[config.mk]
export PLATFORM = sky130hd
export DESIGN_NAME = load_store_unit_flat
export DESIGN_NICKNAME = d
export VERILOG_FILES = /design/src/source/lsu_pkg.sv /design/src/source/mem_bus_if.sv /design/src/source/load_store_unit.sv /design/src/flat_wrapper.sv
export VERILOG_INCLUDE_DIRS = /design/src /design/src/source
export SDC_FILE = /design/constraint.sdc
export NUM_CORES = 1
export LEC_CHECK = 0
export ABC_AREA = 1
export BUFFER_PORTS_ARGS = -buffer_cell sky130_fd_sc_hd__buf_2
export CAP_MARGIN = 15
export CORE_ASPECT_RATIO = 1.25
export CORE_MARGIN = 8
export CORE_UTILIZATION = 50
export CTS_CLUSTER_DIAMETER = 50
export DETAILED_ROUTE_END_ITERATION = 8
export HOLD_SLACK_MARGIN = 0.12
export PLACE_DENSITY = 0.95
export RECOVER_POWER = 100
export SYNTH_ARGS = -nofsm -noshare
export SYNTH_HDL_FRONTEND = slang
export SYNTH_SLANG_ARGS = --single-unit
[constraint.sdc]
create_clock -name clock -period 13.8 [get_ports clock]
set_input_delay 1.38 -clock clock [delete_from_list [all_inputs] [get_ports clock]]
set_output_delay 1.38 -clock clock [all_outputs]
set_load 0.005 [all_outputs]
[src/source/mem_defs.svh]
`default_nettype none

`ifndef MEM_DEFS_SVH
`define MEM_DEFS_SVH

// Word width of the data path and the memory
`define DATA_W 32

// Memory size in words and the width of a word index
`define MEM_DEPTH_WORDS 256
`define MEM_INDEX_W 8

`endif

`default_nettype wire

[src/source/lsu_pkg.sv]
`include "mem_defs.svh"
`default_nettype none

package lsu_pkg;

  typedef logic [31:0] addr_t;
  typedef logic [`DATA_W-1:0] data_t;
  typedef logic [`DATA_W/8-1:0] strb_t;

  // Bits 1:0 size, bit 2 sign extend, bit 3 load
  typedef logic [3:0] mem_op_t;

  typedef enum logic [3:0] {
    st_idle,
    st_hold,
    st_setup,
    st_load_req,
    st_load_resp,
    st_store_req,
    st_store_addr,
    st_store_data,
    st_store_resp
  } lsu_state_t;

endpackage

`default_nettype wire

[src/source/mem_bus_if.sv]
`timescale 1ns/1ns
`default_nettype none

interface mem_bus_if;

  // Read address and read data
  lsu_pkg::addr_t araddr;
  logic arvalid;
  logic arready;
  lsu_pkg::data_t rdata;
  logic rvalid;
  logic rready;

  // Write address, write data and write response
  lsu_pkg::addr_t awaddr;
  logic awvalid;
  logic awready;
  lsu_pkg::data_t wdata;
  lsu_pkg::strb_t wstrb;
  logic wvalid;
  logic wready;
  logic bvalid;
  logic bready;

  modport master (
    output araddr, arvalid, rready,
    output awaddr, awvalid, wdata, wstrb, wvalid, bready,
    input arready, rdata, rvalid,
    input awready, wready, bvalid
  );

  modport slave (
    input araddr, arvalid, rready,
    input awaddr, awvalid, wdata, wstrb, wvalid, bready,
    output arready, rdata, rvalid,
    output awready, wready, bvalid
  );

endinterface

`default_nettype wire

[src/source/load_store_unit.sv]
`timescale 1ns/1ns
`default_nettype none

module load_store_unit (
  input wire logic clock,
  input wire logic reset,
  input wire logic flush,
  input wire logic in_valid,
  output logic in_ready,
  input lsu_pkg::mem_op_t op,
  input lsu_pkg::addr_t addr,
  input lsu_pkg::data_t wdata,
  output logic out_valid,
  input wire logic out_ready,
  output lsu_pkg::data_t rdata,
  mem_bus_if.master bus
);

  import lsu_pkg::*;

  lsu_state_t state;
  lsu_state_t state_next;
  logic accept;

  // Operation captured on the accept edge
  mem_op_t op_q;
  addr_t addr_q;
  data_t wdata_q;
  data_t load_val;

  logic [4:0] byte_shift;
  data_t load_shifted;
  data_t load_ext;
  strb_t size_mask;

  assign accept = in_valid & in_ready;
  assign in_ready = (state == st_idle) | ((state == st_hold) & out_ready);
  assign out_valid = state == st_hold;
  assign rdata = load_val;

  always_ff @(posedge clock) begin
    if (reset) begin
      state <= st_idle;
    end else begin
      state <= state_next;
    end
  end

  always_ff @(posedge clock) begin
    if (accept) begin
      op_q <= op;
      addr_q <= addr;
      wdata_q <= wdata;
    end
    if ((state == st_load_resp) && bus.rvalid) begin
      load_val <= load_ext;
    end
  end

  always_comb begin
    state_next = state;
    case (state)
      st_idle: begin
        if (in_valid) state_next = st_setup;
      end
      st_hold: begin
        if (out_ready) state_next = in_valid ? st_setup : st_idle;
      end
      // A flush here cancels the operation before any bus request
      st_setup: begin
        if (flush) state_next = st_idle;
        else if (op_q[3]) state_next = st_load_req;
        else state_next = st_store_req;
      end
      st_load_req: begin
        if (bus.arready) state_next = st_load_resp;
      end
      st_load_resp: begin
        if (bus.rvalid) state_next = st_hold;
      end
      st_store_req: begin
        if (bus.awready && bus.wready) state_next = st_store_resp;
        else if (bus.awready) state_next = st_store_data;
        else if (bus.wready) state_next = st_store_addr;
      end
      st_store_addr: begin
        if (bus.awready) state_next = st_store_resp;
      end
      st_store_data: begin
        if (bus.wready) state_next = st_store_resp;
      end
      st_store_resp: begin
        if (bus.bvalid) state_next = st_hold;
      end
      default: state_next = st_idle;
    endcase
  end

  assign byte_shift = {addr_q[1:0], 3'b000};

  // Loaded word is moved down to bit 0 and then extended by size
  assign load_shifted = bus.rdata >> byte_shift;

  always_comb begin
    case (op_q[1:0])
      2'd0: load_ext = {{24{load_shifted[7] & op_q[2]}}, load_shifted[7:0]};
      2'd1: load_ext = {{16{load_shifted[15] & op_q[2]}}, load_shifted[15:0]};
      default: load_ext = load_shifted;
    endcase
  end

  always_comb begin
    case (op_q[1:0])
      2'd0: size_mask = 4'b0001;
      2'd1: size_mask = 4'b0011;
      2'd2: size_mask = 4'b1111;
      default: size_mask = 4'b0000;
    endcase
  end

  assign bus.arvalid = state == st_load_req;
  assign bus.araddr = addr_q;
  assign bus.rready = state == st_load_resp;

  assign bus.awvalid = (state == st_store_req) | (state == st_store_addr);
  assign bus.awaddr = addr_q;
  assign bus.wvalid = (state == st_store_req) | (state == st_store_data);
  assign bus.wdata = wdata_q << byte_shift;
  assign bus.wstrb = size_mask << addr_q[1:0];
  assign bus.bready = state == st_store_resp;

endmodule

`default_nettype wire

[src/flat_wrapper.sv]
// flat-port wrapper written by rule: the top's interface ports become plain ports
module load_store_unit_flat import lsu_pkg::*;
  (clock, reset, flush, in_valid, in_ready, op, addr, wdata, out_valid, out_ready, rdata, bus_araddr, bus_arvalid, bus_rready, bus_awaddr, bus_awvalid, bus_wdata, bus_wstrb, bus_wvalid, bus_bready, bus_arready, bus_rdata, bus_rvalid, bus_awready, bus_wready, bus_bvalid);
  mem_bus_if bus_i ();
  input wire logic clock;
  input wire logic reset;
  input wire logic flush;
  input wire logic in_valid;
  output logic in_ready;
  input lsu_pkg::mem_op_t op;
  input lsu_pkg::addr_t addr;
  input lsu_pkg::data_t wdata;
  output logic out_valid;
  input wire logic out_ready;
  output lsu_pkg::data_t rdata;
  output wire logic [$bits(bus_i.araddr)-1:0] bus_araddr;
  output wire logic [$bits(bus_i.arvalid)-1:0] bus_arvalid;
  output wire logic [$bits(bus_i.rready)-1:0] bus_rready;
  output wire logic [$bits(bus_i.awaddr)-1:0] bus_awaddr;
  output wire logic [$bits(bus_i.awvalid)-1:0] bus_awvalid;
  output wire logic [$bits(bus_i.wdata)-1:0] bus_wdata;
  output wire logic [$bits(bus_i.wstrb)-1:0] bus_wstrb;
  output wire logic [$bits(bus_i.wvalid)-1:0] bus_wvalid;
  output wire logic [$bits(bus_i.bready)-1:0] bus_bready;
  input wire logic [$bits(bus_i.arready)-1:0] bus_arready;
  input wire logic [$bits(bus_i.rdata)-1:0] bus_rdata;
  input wire logic [$bits(bus_i.rvalid)-1:0] bus_rvalid;
  input wire logic [$bits(bus_i.awready)-1:0] bus_awready;
  input wire logic [$bits(bus_i.wready)-1:0] bus_wready;
  input wire logic [$bits(bus_i.bvalid)-1:0] bus_bvalid;
  assign bus_araddr = bus_i.araddr;
  assign bus_arvalid = bus_i.arvalid;
  assign bus_rready = bus_i.rready;
  assign bus_awaddr = bus_i.awaddr;
  assign bus_awvalid = bus_i.awvalid;
  assign bus_wdata = bus_i.wdata;
  assign bus_wstrb = bus_i.wstrb;
  assign bus_wvalid = bus_i.wvalid;
  assign bus_bready = bus_i.bready;
  assign bus_i.arready = bus_arready;
  assign bus_i.rdata = bus_rdata;
  assign bus_i.rvalid = bus_rvalid;
  assign bus_i.awready = bus_awready;
  assign bus_i.wready = bus_wready;
  assign bus_i.bvalid = bus_bvalid;
  load_store_unit u_core (.clock(clock), .reset(reset), .flush(flush), .in_valid(in_valid), .in_ready(in_ready), .op(op), .addr(addr), .wdata(wdata), .out_valid(out_valid), .out_ready(out_ready), .rdata(rdata), .bus(bus_i));
endmodule
==> results_dict.tcl <==
set metrics [dict create \
    grt.total_usage_pct 21.2 \
    p_leak_nw 2.68 \
    final_area_um2 6280 \
    synthArstFlopShare_pct 0 \
    status "finished, violations left" \
    clockBufferDepth 2 \
    skew_ns 0.0103 \
    drtIter0Drc 293 \
    period_minus_slack_ns 5.95 \
    end_kind "output pin" \
    syn-cell-area_um2 5080 \
    die_w_um 106 \
    fin_crit_sh_pct 43.1 \
    hpwl_mm 11.4 \
    synth_compound_area_share_pct 11.3 \
    cp.arrival_ns 4.57 \
    finalSetupViolCount 0 \
    nets 820 \
    antenna_found_initial 0 \
    yosysWarnings 0 \
    rsz0062_at_grt "no" \
    hold_ws_ns 0.570 \
    core.rowCount 41 \
    drv_cap 5 \
    drive_gt1_share_pct 23.1 \
    violations "capacitance limit, slew limit" \
    grt_use_met3_pct 6.80 \
    gp_congestion 0.908 \
    boundaryPins 249 \
    die_h_um 129 \
    place_area_um2 6170 \
    crit_path_frequent_cell "clkbuf_1" \
    grt_pass1_vias 4468 \
    drc 0 \
    syn_nets 612 \
    grt_pass1_wl_mm 22.7 \
    grt_start_max_net_pins 69 \
    synth_top_family_by_area "simple AND/OR/NAND/NOR gates" \
    synth.distinct_cells 38 \
    yosys.area_share.xor_xnor_pct 0 \
    cts_root_buf "clkbuf_16" \
    hold_buffers 0 \
    cpMaxStageDelayCell "clkbuf_1" \
    start_util_pct 50.8 \
    synth.top_cell.area_share_pct 59.1 \
    r2r_start "u_core.bus.araddr[1]$_DFFE_PP_" \
    busiest_layer "met2" \
    cts_sinks 104 \
    hp-class "flop to flop" \
    startpoint "u_core.bus.araddr[0]$_DFFE_PP_" \
    synth_cells 498 \
    htree_levels 3 \
    yosys_register_bits 104 \
    synth_edf_count 100 \
    cp_slowest_stage_delay_ns 1.74 \
    ys_top_cells_by_area "edfxtp_1 59%, nand2_1 6.4%, buf_4 4.9%, o21ai_0 4.1%, a21oi_1 3.8%" \
    relSlewSlack_pct -140 \
    synth_top_flop_cell "edfxtp_1" \
    synth_mux_area_share_pct 0.985 \
    power_density_nw_per_um2 186 \
    synthAdderAreaFrac_pct 0.985 \
    hp-start "u_core.state[0]$_SDFFE_PP0P_" \
    peakVddDrop_v 0.000133 \
    drtPass1Iterations 8 \
    yosysMostFrequentCell "edfxtp_1" \
    power_mw 1.17 \
    regArea_um2 3080 \
    worst_slew_pin_slew_ns 3.60 \
    fin_setup_tns_ns 0 \
    portBuffers 248 \
    path_clk_slew_ns 0.07 \
    final_max_slew_viol_count 277 \
    cts-resized-gates 0 \
    vias_per_cell 5.10 \
    core_area_um2 10000 \
    postCtsSetupRepairBufs 0 \
    vias 4285 \
    n_antenna_cell 0 \
    cts_buffers 9 \
    routed_wl_mm 14.7 \
    multi_input_area_um2 1410 \
    crit_type "flop to output pin" \
    worstPathCellList "clkbuf_1, clkinv_1, clkbuf_1, o21ai_0, a22oi_1, clkbuf_1" \
    use_met1_pct 21.2 \
    cts_tree "yes" \
    synth.largest_area_cell "edfxtp_1" \
    critPathLaunchType "flop" \
    crit_fanout 59 \
    max_freq_mhz 168 \
    hold_violations 0 \
    syn_area_per_cell_um2 10.2 \
    yosys.area_share.simple_pct 14.8 \
    wire_per_inst_um 17.5 \
    area_delta_synth_final_pct 23.6 \
    grt-ovfl-total 0 \
    required_ns 12.42 \
    dieArea_um2 13700 \
    postRouteAntennaNets 0 \
    met2_usage_pct 39.5 \
    clock_latency_ns 0.34 \
    ys_seq_area_share_pct 60.7 \
    fillers 896 \
    ys_top_cells_by_count "100 x edfxtp_1, 87 x nand2_1, 49 x inv_1" \
]
-- area by class of cell --
| type | count | area share, % |
|---|---|---|
| clock buffer | 9 | 3.59 |
| clock inverter | 7 | 1.26 |
| inverter | 53 | 3.19 |
| multi-input combinational | 285 | 22.5 |
| sequential | 104 | 49.1 |
| tap | 129 | 2.57 |
| timing repair buffer | 253 | 17.7 |
-- cells by family after synthesis --
kind of cell	Yosys count
flops	104
fa+ha+maj	4
mux	5
simple gates	173
compound gates	103
buf+inv	109
-- worst max-delay path: cells and delay by family, from the launching register on --
family,cells,cell delay [ns]
AOI/OAI and AO/OA,2,0.73
buffers and inverters,4,3.13
DFF,1,0.32
-- state kept, by name, summed over array words and instances (netlist names) --
name,flops
u_core.bus.araddr,32
u_core.state,4
u_core.rdata,32
u_core.wdata_q,32
u_core.op_q,4
-- where the power goes --
part           switching (mW)  internal [mW]  total, mW  leakage (nW)
sequential             0.0388          0.459      0.498         0.963
clock                   0.114          0.143      0.257         0.146
combinational           0.270          0.142      0.411          1.57
total                   0.423          0.744       1.17          2.68
-- metrics by stage --
| step | setup slack [ns] | util (%) | cells |
|---|---|---|---|
| after floorplan | 8.53 | - | 498 |
| after global placement | 10.64 | 61.7 | 824 |
| after detailed placement | 10.57 | 61.7 | 824 |
| after CTS | 10.18 | 64.7 | 840 |
| after global routing | 7.28 | 62.7 | 840 |
| final | 7.85 | 62.7 | 840 |
-- placed cells by master, fill, tap and decap left out, drive strengths merged --
cell type | synthesis | layout
a21oi | 39 | 39
a22oi | 12 | 12
and2 | 1 | 1
buf | 42 | 131
bufinv | 0 | 1
clkbuf | 14 | 131
clkinv | 1 | 4
clkinvlp | 0 | 2
dfxtp | 4 | 4
edfxtp | 100 | 100
ha | 4 | 4
inv | 52 | 53
mux2i | 5 | 5
nand2 | 98 | 98
nand3 | 11 | 11
nand3b | 3 | 3
nand4 | 3 | 3
nor2 | 52 | 52
nor3 | 3 | 3
o211ai | 2 | 2
o21a | 1 | 1
o21ai | 43 | 43
o221ai | 2 | 2
o22ai | 3 | 3
o31ai | 1 | 1
or2 | 2 | 2
-- path summary, 6_finish.rpt --
check	endpoint	slack, ns	cells past startpoint
worst min-delay path	u_core.state[0]$_SDFFE_PP0P_	0.57	2
worst max register to register	u_core.rdata[19]$_DFFE_PP_	8.36	7
worst min register to register	u_core.state[0]$_SDFFE_PP0P_	0.57	2
worst max-delay path	bus_wdata[26]	7.85	6
-- per-layer routing --
| metal | vias up | share of wire [%] | wire [um] |
|---|---|---|---|
| li1 | 2068 | - | - |
| met1 | 1962 | 35 | 5140 |
| met2 | 227 | 53 | 7770 |
| met3 | 28 | 9.5 | 1390 |
| met4 | 0 | 2.5 | 361 |
| met5 | - | 0 | 0 |
(Power assumes the default switching activity.)
