--- config.mk ---
export PLATFORM = sky130hd
export DESIGN_NAME = bus_arbiter_flat
export DESIGN_NICKNAME = d
export VERILOG_FILES = /design/src/source/lsu_pkg.sv /design/src/source/mem_bus_if.sv /design/src/source/bus_arbiter.sv /design/src/flat_wrapper.sv
export VERILOG_INCLUDE_DIRS = /design/src /design/src/source
export SDC_FILE = /design/constraint.sdc
export NUM_CORES = 1
export LEC_CHECK = 0
export ABC_AREA = 1
export BUFFER_PORTS_ARGS = -buffer_cell sky130_fd_sc_hd__buf_2
export CORE_AREA = 10 10 156 158
export DETAILED_ROUTE_END_ITERATION = 16
export DIE_AREA = 0 0 166 168
export PLACE_DENSITY = 0.39
export SYNTH_ARGS = -nofsm -noshare
export SYNTH_HDL_FRONTEND = slang
export SYNTH_SLANG_ARGS = --single-unit
--- constraint.sdc ---
create_clock -name clock -period 3.02 [get_ports clock]
set_input_delay 0.151 -clock clock [delete_from_list [all_inputs] [get_ports clock]]
set_output_delay 0.151 -clock clock [all_outputs]
set_load 0.02 [all_outputs]
--- src/source/mem_defs.svh ---
`default_nettype none

`ifndef MEM_DEFS_SVH
`define MEM_DEFS_SVH

// Word width of the data path and the memory
`define DATA_W 32

// Memory size in words and the width of a word index
`define MEM_DEPTH_WORDS 256
`define MEM_INDEX_W 8

`endif

`default_nettype wire

--- src/source/lsu_pkg.sv ---
`include "mem_defs.svh"
`default_nettype none

package lsu_pkg;

  typedef logic [31:0] addr_t;
  typedef logic [`DATA_W-1:0] data_t;
  typedef logic [`DATA_W/8-1:0] strb_t;

  // Bits 1:0 size, bit 2 sign extend, bit 3 load
  typedef logic [3:0] mem_op_t;

  typedef enum logic [3:0] {
    st_idle,
    st_hold,
    st_setup,
    st_load_req,
    st_load_resp,
    st_store_req,
    st_store_addr,
    st_store_data,
    st_store_resp
  } lsu_state_t;

endpackage

`default_nettype wire

--- src/source/mem_bus_if.sv ---
`timescale 1ns/1ns
`default_nettype none

interface mem_bus_if;

  // Read address and read data
  lsu_pkg::addr_t araddr;
  logic arvalid;
  logic arready;
  lsu_pkg::data_t rdata;
  logic rvalid;
  logic rready;

  // Write address, write data and write response
  lsu_pkg::addr_t awaddr;
  logic awvalid;
  logic awready;
  lsu_pkg::data_t wdata;
  lsu_pkg::strb_t wstrb;
  logic wvalid;
  logic wready;
  logic bvalid;
  logic bready;

  modport master (
    output araddr, arvalid, rready,
    output awaddr, awvalid, wdata, wstrb, wvalid, bready,
    input arready, rdata, rvalid,
    input awready, wready, bvalid
  );

  modport slave (
    input araddr, arvalid, rready,
    input awaddr, awvalid, wdata, wstrb, wvalid, bready,
    output arready, rdata, rvalid,
    output awready, wready, bvalid
  );

endinterface

`default_nettype wire

--- src/source/bus_arbiter.sv ---
`timescale 1ns/1ns
`default_nettype none

module bus_arbiter (
  input wire logic clock,
  input wire logic reset,
  mem_bus_if.slave req_a,
  mem_bus_if.slave req_b,
  mem_bus_if.master mem
);

  logic busy;
  logic owner;
  logic last_owner;
  logic want_a;
  logic want_b;
  logic active;
  logic sel_b;
  logic gnt_a;
  logic gnt_b;
  logic done;

  assign want_a = req_a.arvalid | req_a.awvalid | req_a.wvalid;
  assign want_b = req_b.arvalid | req_b.awvalid | req_b.wvalid;

  // An open transaction keeps its owner, otherwise round robin decides
  always_comb begin
    if (busy) sel_b = owner;
    else if (want_a && want_b) sel_b = ~last_owner;
    else sel_b = want_b;
  end

  assign active = busy | want_a | want_b;
  assign gnt_a = active & ~sel_b;
  assign gnt_b = active & sel_b;

  assign done = (mem.rvalid & mem.rready) | (mem.bvalid & mem.bready);

  always_ff @(posedge clock) begin
    if (reset) begin
      busy <= 1'b0;
      owner <= 1'b0;
      last_owner <= 1'b0;
    end else if (active) begin
      busy <= ~done;
      owner <= sel_b;
      if (done) last_owner <= sel_b;
    end
  end

  assign mem.araddr = sel_b ? req_b.araddr : req_a.araddr;
  assign mem.arvalid = sel_b ? req_b.arvalid : req_a.arvalid;
  assign mem.rready = sel_b ? req_b.rready : req_a.rready;
  assign mem.awaddr = sel_b ? req_b.awaddr : req_a.awaddr;
  assign mem.awvalid = sel_b ? req_b.awvalid : req_a.awvalid;
  assign mem.wdata = sel_b ? req_b.wdata : req_a.wdata;
  assign mem.wstrb = sel_b ? req_b.wstrb : req_a.wstrb;
  assign mem.wvalid = sel_b ? req_b.wvalid : req_a.wvalid;
  assign mem.bready = sel_b ? req_b.bready : req_a.bready;

  assign req_a.arready = gnt_a & mem.arready;
  assign req_a.rvalid = gnt_a & mem.rvalid;
  assign req_a.rdata = mem.rdata;
  assign req_a.awready = gnt_a & mem.awready;
  assign req_a.wready = gnt_a & mem.wready;
  assign req_a.bvalid = gnt_a & mem.bvalid;

  assign req_b.arready = gnt_b & mem.arready;
  assign req_b.rvalid = gnt_b & mem.rvalid;
  assign req_b.rdata = mem.rdata;
  assign req_b.awready = gnt_b & mem.awready;
  assign req_b.wready = gnt_b & mem.wready;
  assign req_b.bvalid = gnt_b & mem.bvalid;

endmodule

`default_nettype wire

--- src/flat_wrapper.sv ---
// flat-port wrapper written by rule: the top's interface ports become plain ports
module bus_arbiter_flat 
  (clock, reset, req_a_araddr, req_a_arvalid, req_a_rready, req_a_awaddr, req_a_awvalid, req_a_wdata, req_a_wstrb, req_a_wvalid, req_a_bready, req_a_arready, req_a_rdata, req_a_rvalid, req_a_awready, req_a_wready, req_a_bvalid, req_b_araddr, req_b_arvalid, req_b_rready, req_b_awaddr, req_b_awvalid, req_b_wdata, req_b_wstrb, req_b_wvalid, req_b_bready, req_b_arready, req_b_rdata, req_b_rvalid, req_b_awready, req_b_wready, req_b_bvalid, mem_araddr, mem_arvalid, mem_rready, mem_awaddr, mem_awvalid, mem_wdata, mem_wstrb, mem_wvalid, mem_bready, mem_arready, mem_rdata, mem_rvalid, mem_awready, mem_wready, mem_bvalid);
  mem_bus_if req_a_i ();
  mem_bus_if req_b_i ();
  mem_bus_if mem_i ();
  input wire logic clock;
  input wire logic reset;
  input wire logic [$bits(req_a_i.araddr)-1:0] req_a_araddr;
  input wire logic [$bits(req_a_i.arvalid)-1:0] req_a_arvalid;
  input wire logic [$bits(req_a_i.rready)-1:0] req_a_rready;
  input wire logic [$bits(req_a_i.awaddr)-1:0] req_a_awaddr;
  input wire logic [$bits(req_a_i.awvalid)-1:0] req_a_awvalid;
  input wire logic [$bits(req_a_i.wdata)-1:0] req_a_wdata;
  input wire logic [$bits(req_a_i.wstrb)-1:0] req_a_wstrb;
  input wire logic [$bits(req_a_i.wvalid)-1:0] req_a_wvalid;
  input wire logic [$bits(req_a_i.bready)-1:0] req_a_bready;
  output wire logic [$bits(req_a_i.arready)-1:0] req_a_arready;
  output wire logic [$bits(req_a_i.rdata)-1:0] req_a_rdata;
  output wire logic [$bits(req_a_i.rvalid)-1:0] req_a_rvalid;
  output wire logic [$bits(req_a_i.awready)-1:0] req_a_awready;
  output wire logic [$bits(req_a_i.wready)-1:0] req_a_wready;
  output wire logic [$bits(req_a_i.bvalid)-1:0] req_a_bvalid;
  input wire logic [$bits(req_b_i.araddr)-1:0] req_b_araddr;
  input wire logic [$bits(req_b_i.arvalid)-1:0] req_b_arvalid;
  input wire logic [$bits(req_b_i.rready)-1:0] req_b_rready;
  input wire logic [$bits(req_b_i.awaddr)-1:0] req_b_awaddr;
  input wire logic [$bits(req_b_i.awvalid)-1:0] req_b_awvalid;
  input wire logic [$bits(req_b_i.wdata)-1:0] req_b_wdata;
  input wire logic [$bits(req_b_i.wstrb)-1:0] req_b_wstrb;
  input wire logic [$bits(req_b_i.wvalid)-1:0] req_b_wvalid;
  input wire logic [$bits(req_b_i.bready)-1:0] req_b_bready;
  output wire logic [$bits(req_b_i.arready)-1:0] req_b_arready;
  output wire logic [$bits(req_b_i.rdata)-1:0] req_b_rdata;
  output wire logic [$bits(req_b_i.rvalid)-1:0] req_b_rvalid;
  output wire logic [$bits(req_b_i.awready)-1:0] req_b_awready;
  output wire logic [$bits(req_b_i.wready)-1:0] req_b_wready;
  output wire logic [$bits(req_b_i.bvalid)-1:0] req_b_bvalid;
  output wire logic [$bits(mem_i.araddr)-1:0] mem_araddr;
  output wire logic [$bits(mem_i.arvalid)-1:0] mem_arvalid;
  output wire logic [$bits(mem_i.rready)-1:0] mem_rready;
  output wire logic [$bits(mem_i.awaddr)-1:0] mem_awaddr;
  output wire logic [$bits(mem_i.awvalid)-1:0] mem_awvalid;
  output wire logic [$bits(mem_i.wdata)-1:0] mem_wdata;
  output wire logic [$bits(mem_i.wstrb)-1:0] mem_wstrb;
  output wire logic [$bits(mem_i.wvalid)-1:0] mem_wvalid;
  output wire logic [$bits(mem_i.bready)-1:0] mem_bready;
  input wire logic [$bits(mem_i.arready)-1:0] mem_arready;
  input wire logic [$bits(mem_i.rdata)-1:0] mem_rdata;
  input wire logic [$bits(mem_i.rvalid)-1:0] mem_rvalid;
  input wire logic [$bits(mem_i.awready)-1:0] mem_awready;
  input wire logic [$bits(mem_i.wready)-1:0] mem_wready;
  input wire logic [$bits(mem_i.bvalid)-1:0] mem_bvalid;
  assign req_a_i.araddr = req_a_araddr;
  assign req_a_i.arvalid = req_a_arvalid;
  assign req_a_i.rready = req_a_rready;
  assign req_a_i.awaddr = req_a_awaddr;
  assign req_a_i.awvalid = req_a_awvalid;
  assign req_a_i.wdata = req_a_wdata;
  assign req_a_i.wstrb = req_a_wstrb;
  assign req_a_i.wvalid = req_a_wvalid;
  assign req_a_i.bready = req_a_bready;
  assign req_a_arready = req_a_i.arready;
  assign req_a_rdata = req_a_i.rdata;
  assign req_a_rvalid = req_a_i.rvalid;
  assign req_a_awready = req_a_i.awready;
  assign req_a_wready = req_a_i.wready;
  assign req_a_bvalid = req_a_i.bvalid;
  assign req_b_i.araddr = req_b_araddr;
  assign req_b_i.arvalid = req_b_arvalid;
  assign req_b_i.rready = req_b_rready;
  assign req_b_i.awaddr = req_b_awaddr;
  assign req_b_i.awvalid = req_b_awvalid;
  assign req_b_i.wdata = req_b_wdata;
  assign req_b_i.wstrb = req_b_wstrb;
  assign req_b_i.wvalid = req_b_wvalid;
  assign req_b_i.bready = req_b_bready;
  assign req_b_arready = req_b_i.arready;
  assign req_b_rdata = req_b_i.rdata;
  assign req_b_rvalid = req_b_i.rvalid;
  assign req_b_awready = req_b_i.awready;
  assign req_b_wready = req_b_i.wready;
  assign req_b_bvalid = req_b_i.bvalid;
  assign mem_araddr = mem_i.araddr;
  assign mem_arvalid = mem_i.arvalid;
  assign mem_rready = mem_i.rready;
  assign mem_awaddr = mem_i.awaddr;
  assign mem_awvalid = mem_i.awvalid;
  assign mem_wdata = mem_i.wdata;
  assign mem_wstrb = mem_i.wstrb;
  assign mem_wvalid = mem_i.wvalid;
  assign mem_bready = mem_i.bready;
  assign mem_i.arready = mem_arready;
  assign mem_i.rdata = mem_rdata;
  assign mem_i.rvalid = mem_rvalid;
  assign mem_i.awready = mem_awready;
  assign mem_i.wready = mem_wready;
  assign mem_i.bvalid = mem_bvalid;
  bus_arbiter u_core (.clock(clock), .reset(reset), .req_a(req_a_i), .req_b(req_b_i), .mem(mem_i));
endmodule
==> summary.md <==
| Metric | Value |
|---|---|
| Netlist cell types | `15` |
| CTS clk-pin slew, worst paths | `about 0.030 ns` |
| Post-synth top area share | `0.573` |
| CTS buffer count | `3` |
| Initial Util | `0.0964` |
| Max_cap viols | `0` |
| Sequential-to-total area share from yosys stat | `0.0291` |
| FILL cells | `2,572` |
| Hold path start | `reset` |
| Least-Margin Pin Slew | `0.457 ns` |
| Unrepaired setup endpoints after global routing | `false` |
| Mapped Area | `between 2000 and 2500 um^2` |
| Max Buffers Root-to-Sink | `2` |
| DR DRC count | `0` |
| Pins Over Slew Limit | `0` |
| DRT Pass-1 Iters | `4` |
| R2R Path Start | `u_core.busy` |
| Worst slew margin | `0.696` |
| Largest net degree at the start of global routing | `105` |
| Post-route setup TNS | `0 ns` |
| Nets | `953` |
| Core ar. | `approximately 21,000 um^2` |
| HP Class | `input port to register` |
| Fraction of layout cells with a size suffix above 1 | `0.484` |
| Most used DFF post-synth | `dfxtp_1` |
| Crit share post-route | `0.633` |
| Critical path class | `register to output port` |
| DRT Wirelength | `about 14 mm` |
| Initial DRC Count | `195` |
| CP Data Arrival Time | `1.76 ns` |
| Post-CTS Setup Bufs | `0` |
| VDD IR-drop max | `0.369 mV` |
| Post-synth top cells | `nand2_1, buf_4, nor2_1` |
| PortBufs | `331` |
| DIE HEIGHT | `168 um` |
| GPL Wtd Cong | `0.895` |
| Warnings, synthesis | `0` |
| First-pass GRT wire length | `between 20 and 25 mm` |
| Largest area contributor in the netlist | `nand2_1` |
| Post-synthesis register bit count | `3` |
| F_max | `523 MHz` |
| Critical path fanouts, max | `104` |
| Core Util, Final | `0.168` |
| Worst hold path depth | `2` |
| Worst R2R Path Depth | `10` |
| EDFF count, synth | `0` |
| Post-CTS sizing | `0` |
| Post-DRT Antenna Nets | `0` |
| Clock skew | `roughly 0.0025 ns` |
| Worst path required time | `around 2.9 ns` |
| Mean post-synth cell area | `4.57 um^2` |
| Area grow syn2layout | `74.6%` |
| PwrDens | `505 nW/um^2` |
| Most common cell in the netlist | `nand2_1` |
| Clock Sinks | `3` |
| Startpoint Class | `register` |
| H-tree Lvls | `1` |
| Number of global-route vias before repair | `~3,500` |
| Setup crit start | `u_core.busy` |
| Outcome | `completed` |
| IO Pins | `428` |
| Post-synth ARST share | `0` |
| Total track usage | `0.0913` |
| Die Width | `166 um` |
| Tmin final | `1.91 ns` |
| Final hold violation count | `0` |
| Initial antenna violation count | `2` |
| Setup crit end kind | `output port` |
| Die ar. | `27,900 um^2` |
| Cells after Synth | `between 400 and 500` |
| Syn Nets | `between 700 and 800` |
| Wirelength per Cell | `14.3 um` |
| GR Overflow Total | `0` |
| Leakage | `2.47 nW` |
| Vias per cell | `3.37` |
| CTS tree | `built` |
| Cts hold-fix bufs | `0` |
| Synth top area cells | `nand2_1, buf_4, buf_2` |
| Setup violators final | `0` |
| Clk root buf | `clkbuf_16` |
| Clk_lat worst skew | `0.23 ns` |
| DP Wirelength | `12.0 mm` |
| # rows | `54` |
| Vias post-DR | `3,322` |
layout by cell type (no fill, tap or decap):
cell / count
nor3_1: 1
clkbuf_1: 1
a21oi_1: 3
dfxtp_1: 3
nand3_1: 5
diode_2: 2
buf_2: 331
nand2_2: 1
nand2_1: 315
and2_1: 2
inv_1: 15
o21ai_0: 1
clkbuf_16: 3
nor2_1: 17
nand3_4: 1
buf_12: 3
clkinv_2: 1
layer usage:
metal  GRT usage  wire length (um)  vias to the layer above
met1       0.102              5370                     1334
met5           0                 0                        -
met4      0.0270               275                        0
met3      0.0349              1340                       26
li1            -                 -                     1770
met2       0.158              7070                      192
stage by stage:
step	cells	hold slack, ns	worst slack (ns)	total power, mW	cell area (um^2)
6_report	985	0.108	1.11	1.82	3600
4_1_cts	983	0.106	1.08	1.86	3600
5_1_grt	984	0.142	0.919	2.00	3600
2_1_floorplan	452	0.220	1.59	1.14	2060
3_5_place_dp	979	0.302	1.31	1.64	3520
3_3_place_gp	979	0.302	1.35	1.64	3520
critical path, stage by stage, from the launching register on:
cell and delay [ns]:
dfxtp_1 0.34, nor2_1 0.07, nand2_1 0.12, nand3_4 0.13, clkinv_2 0.08, buf_12 0.37
nand2_1 0.11, nand2_1 0.13, buf_2 0.18
cells by family after synthesis:
group / share of synthesized area
buf+inv: 0.329
simple gates: 0.632
compound gates: 0.00969
flops: 0.0291
state kept, by name, indices dropped and copies added (netlist names):
register	cells
u_core.last_owner	1
u_core.owner	1
u_core.busy	1
path summary, 6_finish.rpt:
path / endpoint / slack [ns]
setup / recovery: mem_wstrb[1] / 1.11
hold reg to reg: u_core.owner / 0.46
hold / removal: u_core.owner / 0.11
setup reg to reg: u_core.last_owner / 1.51
power by group:
| group | switching, mW | internal [mW] | total [mW] |
|---|---|---|---|
| registers | 0.00361 | 0.0465 | 0.0501 |
| clock network | 0.0402 | 0.175 | 0.215 |
| logic | 1.05 | 0.506 | 1.55 |
| total | 1.09 | 0.727 | 1.82 |
area by class of cell:
class / count / area, um^2 / share of cell area
Timing Repair Buffer: 334 / 1720 / 0.476
Sequential cell: 3 / 60.1 / 0.0167
Multi-Input combinational cell: 346 / 1330 / 0.370
Inverter: 16 / 61.3 / 0.0170
Tap cell: 280 / 350 / 0.0972
Clock buffer: 4 / 78.8 / 0.0219
Antenna cell: 2 / 5.00 / 0.00139
(Power assumes the default switching activity.)
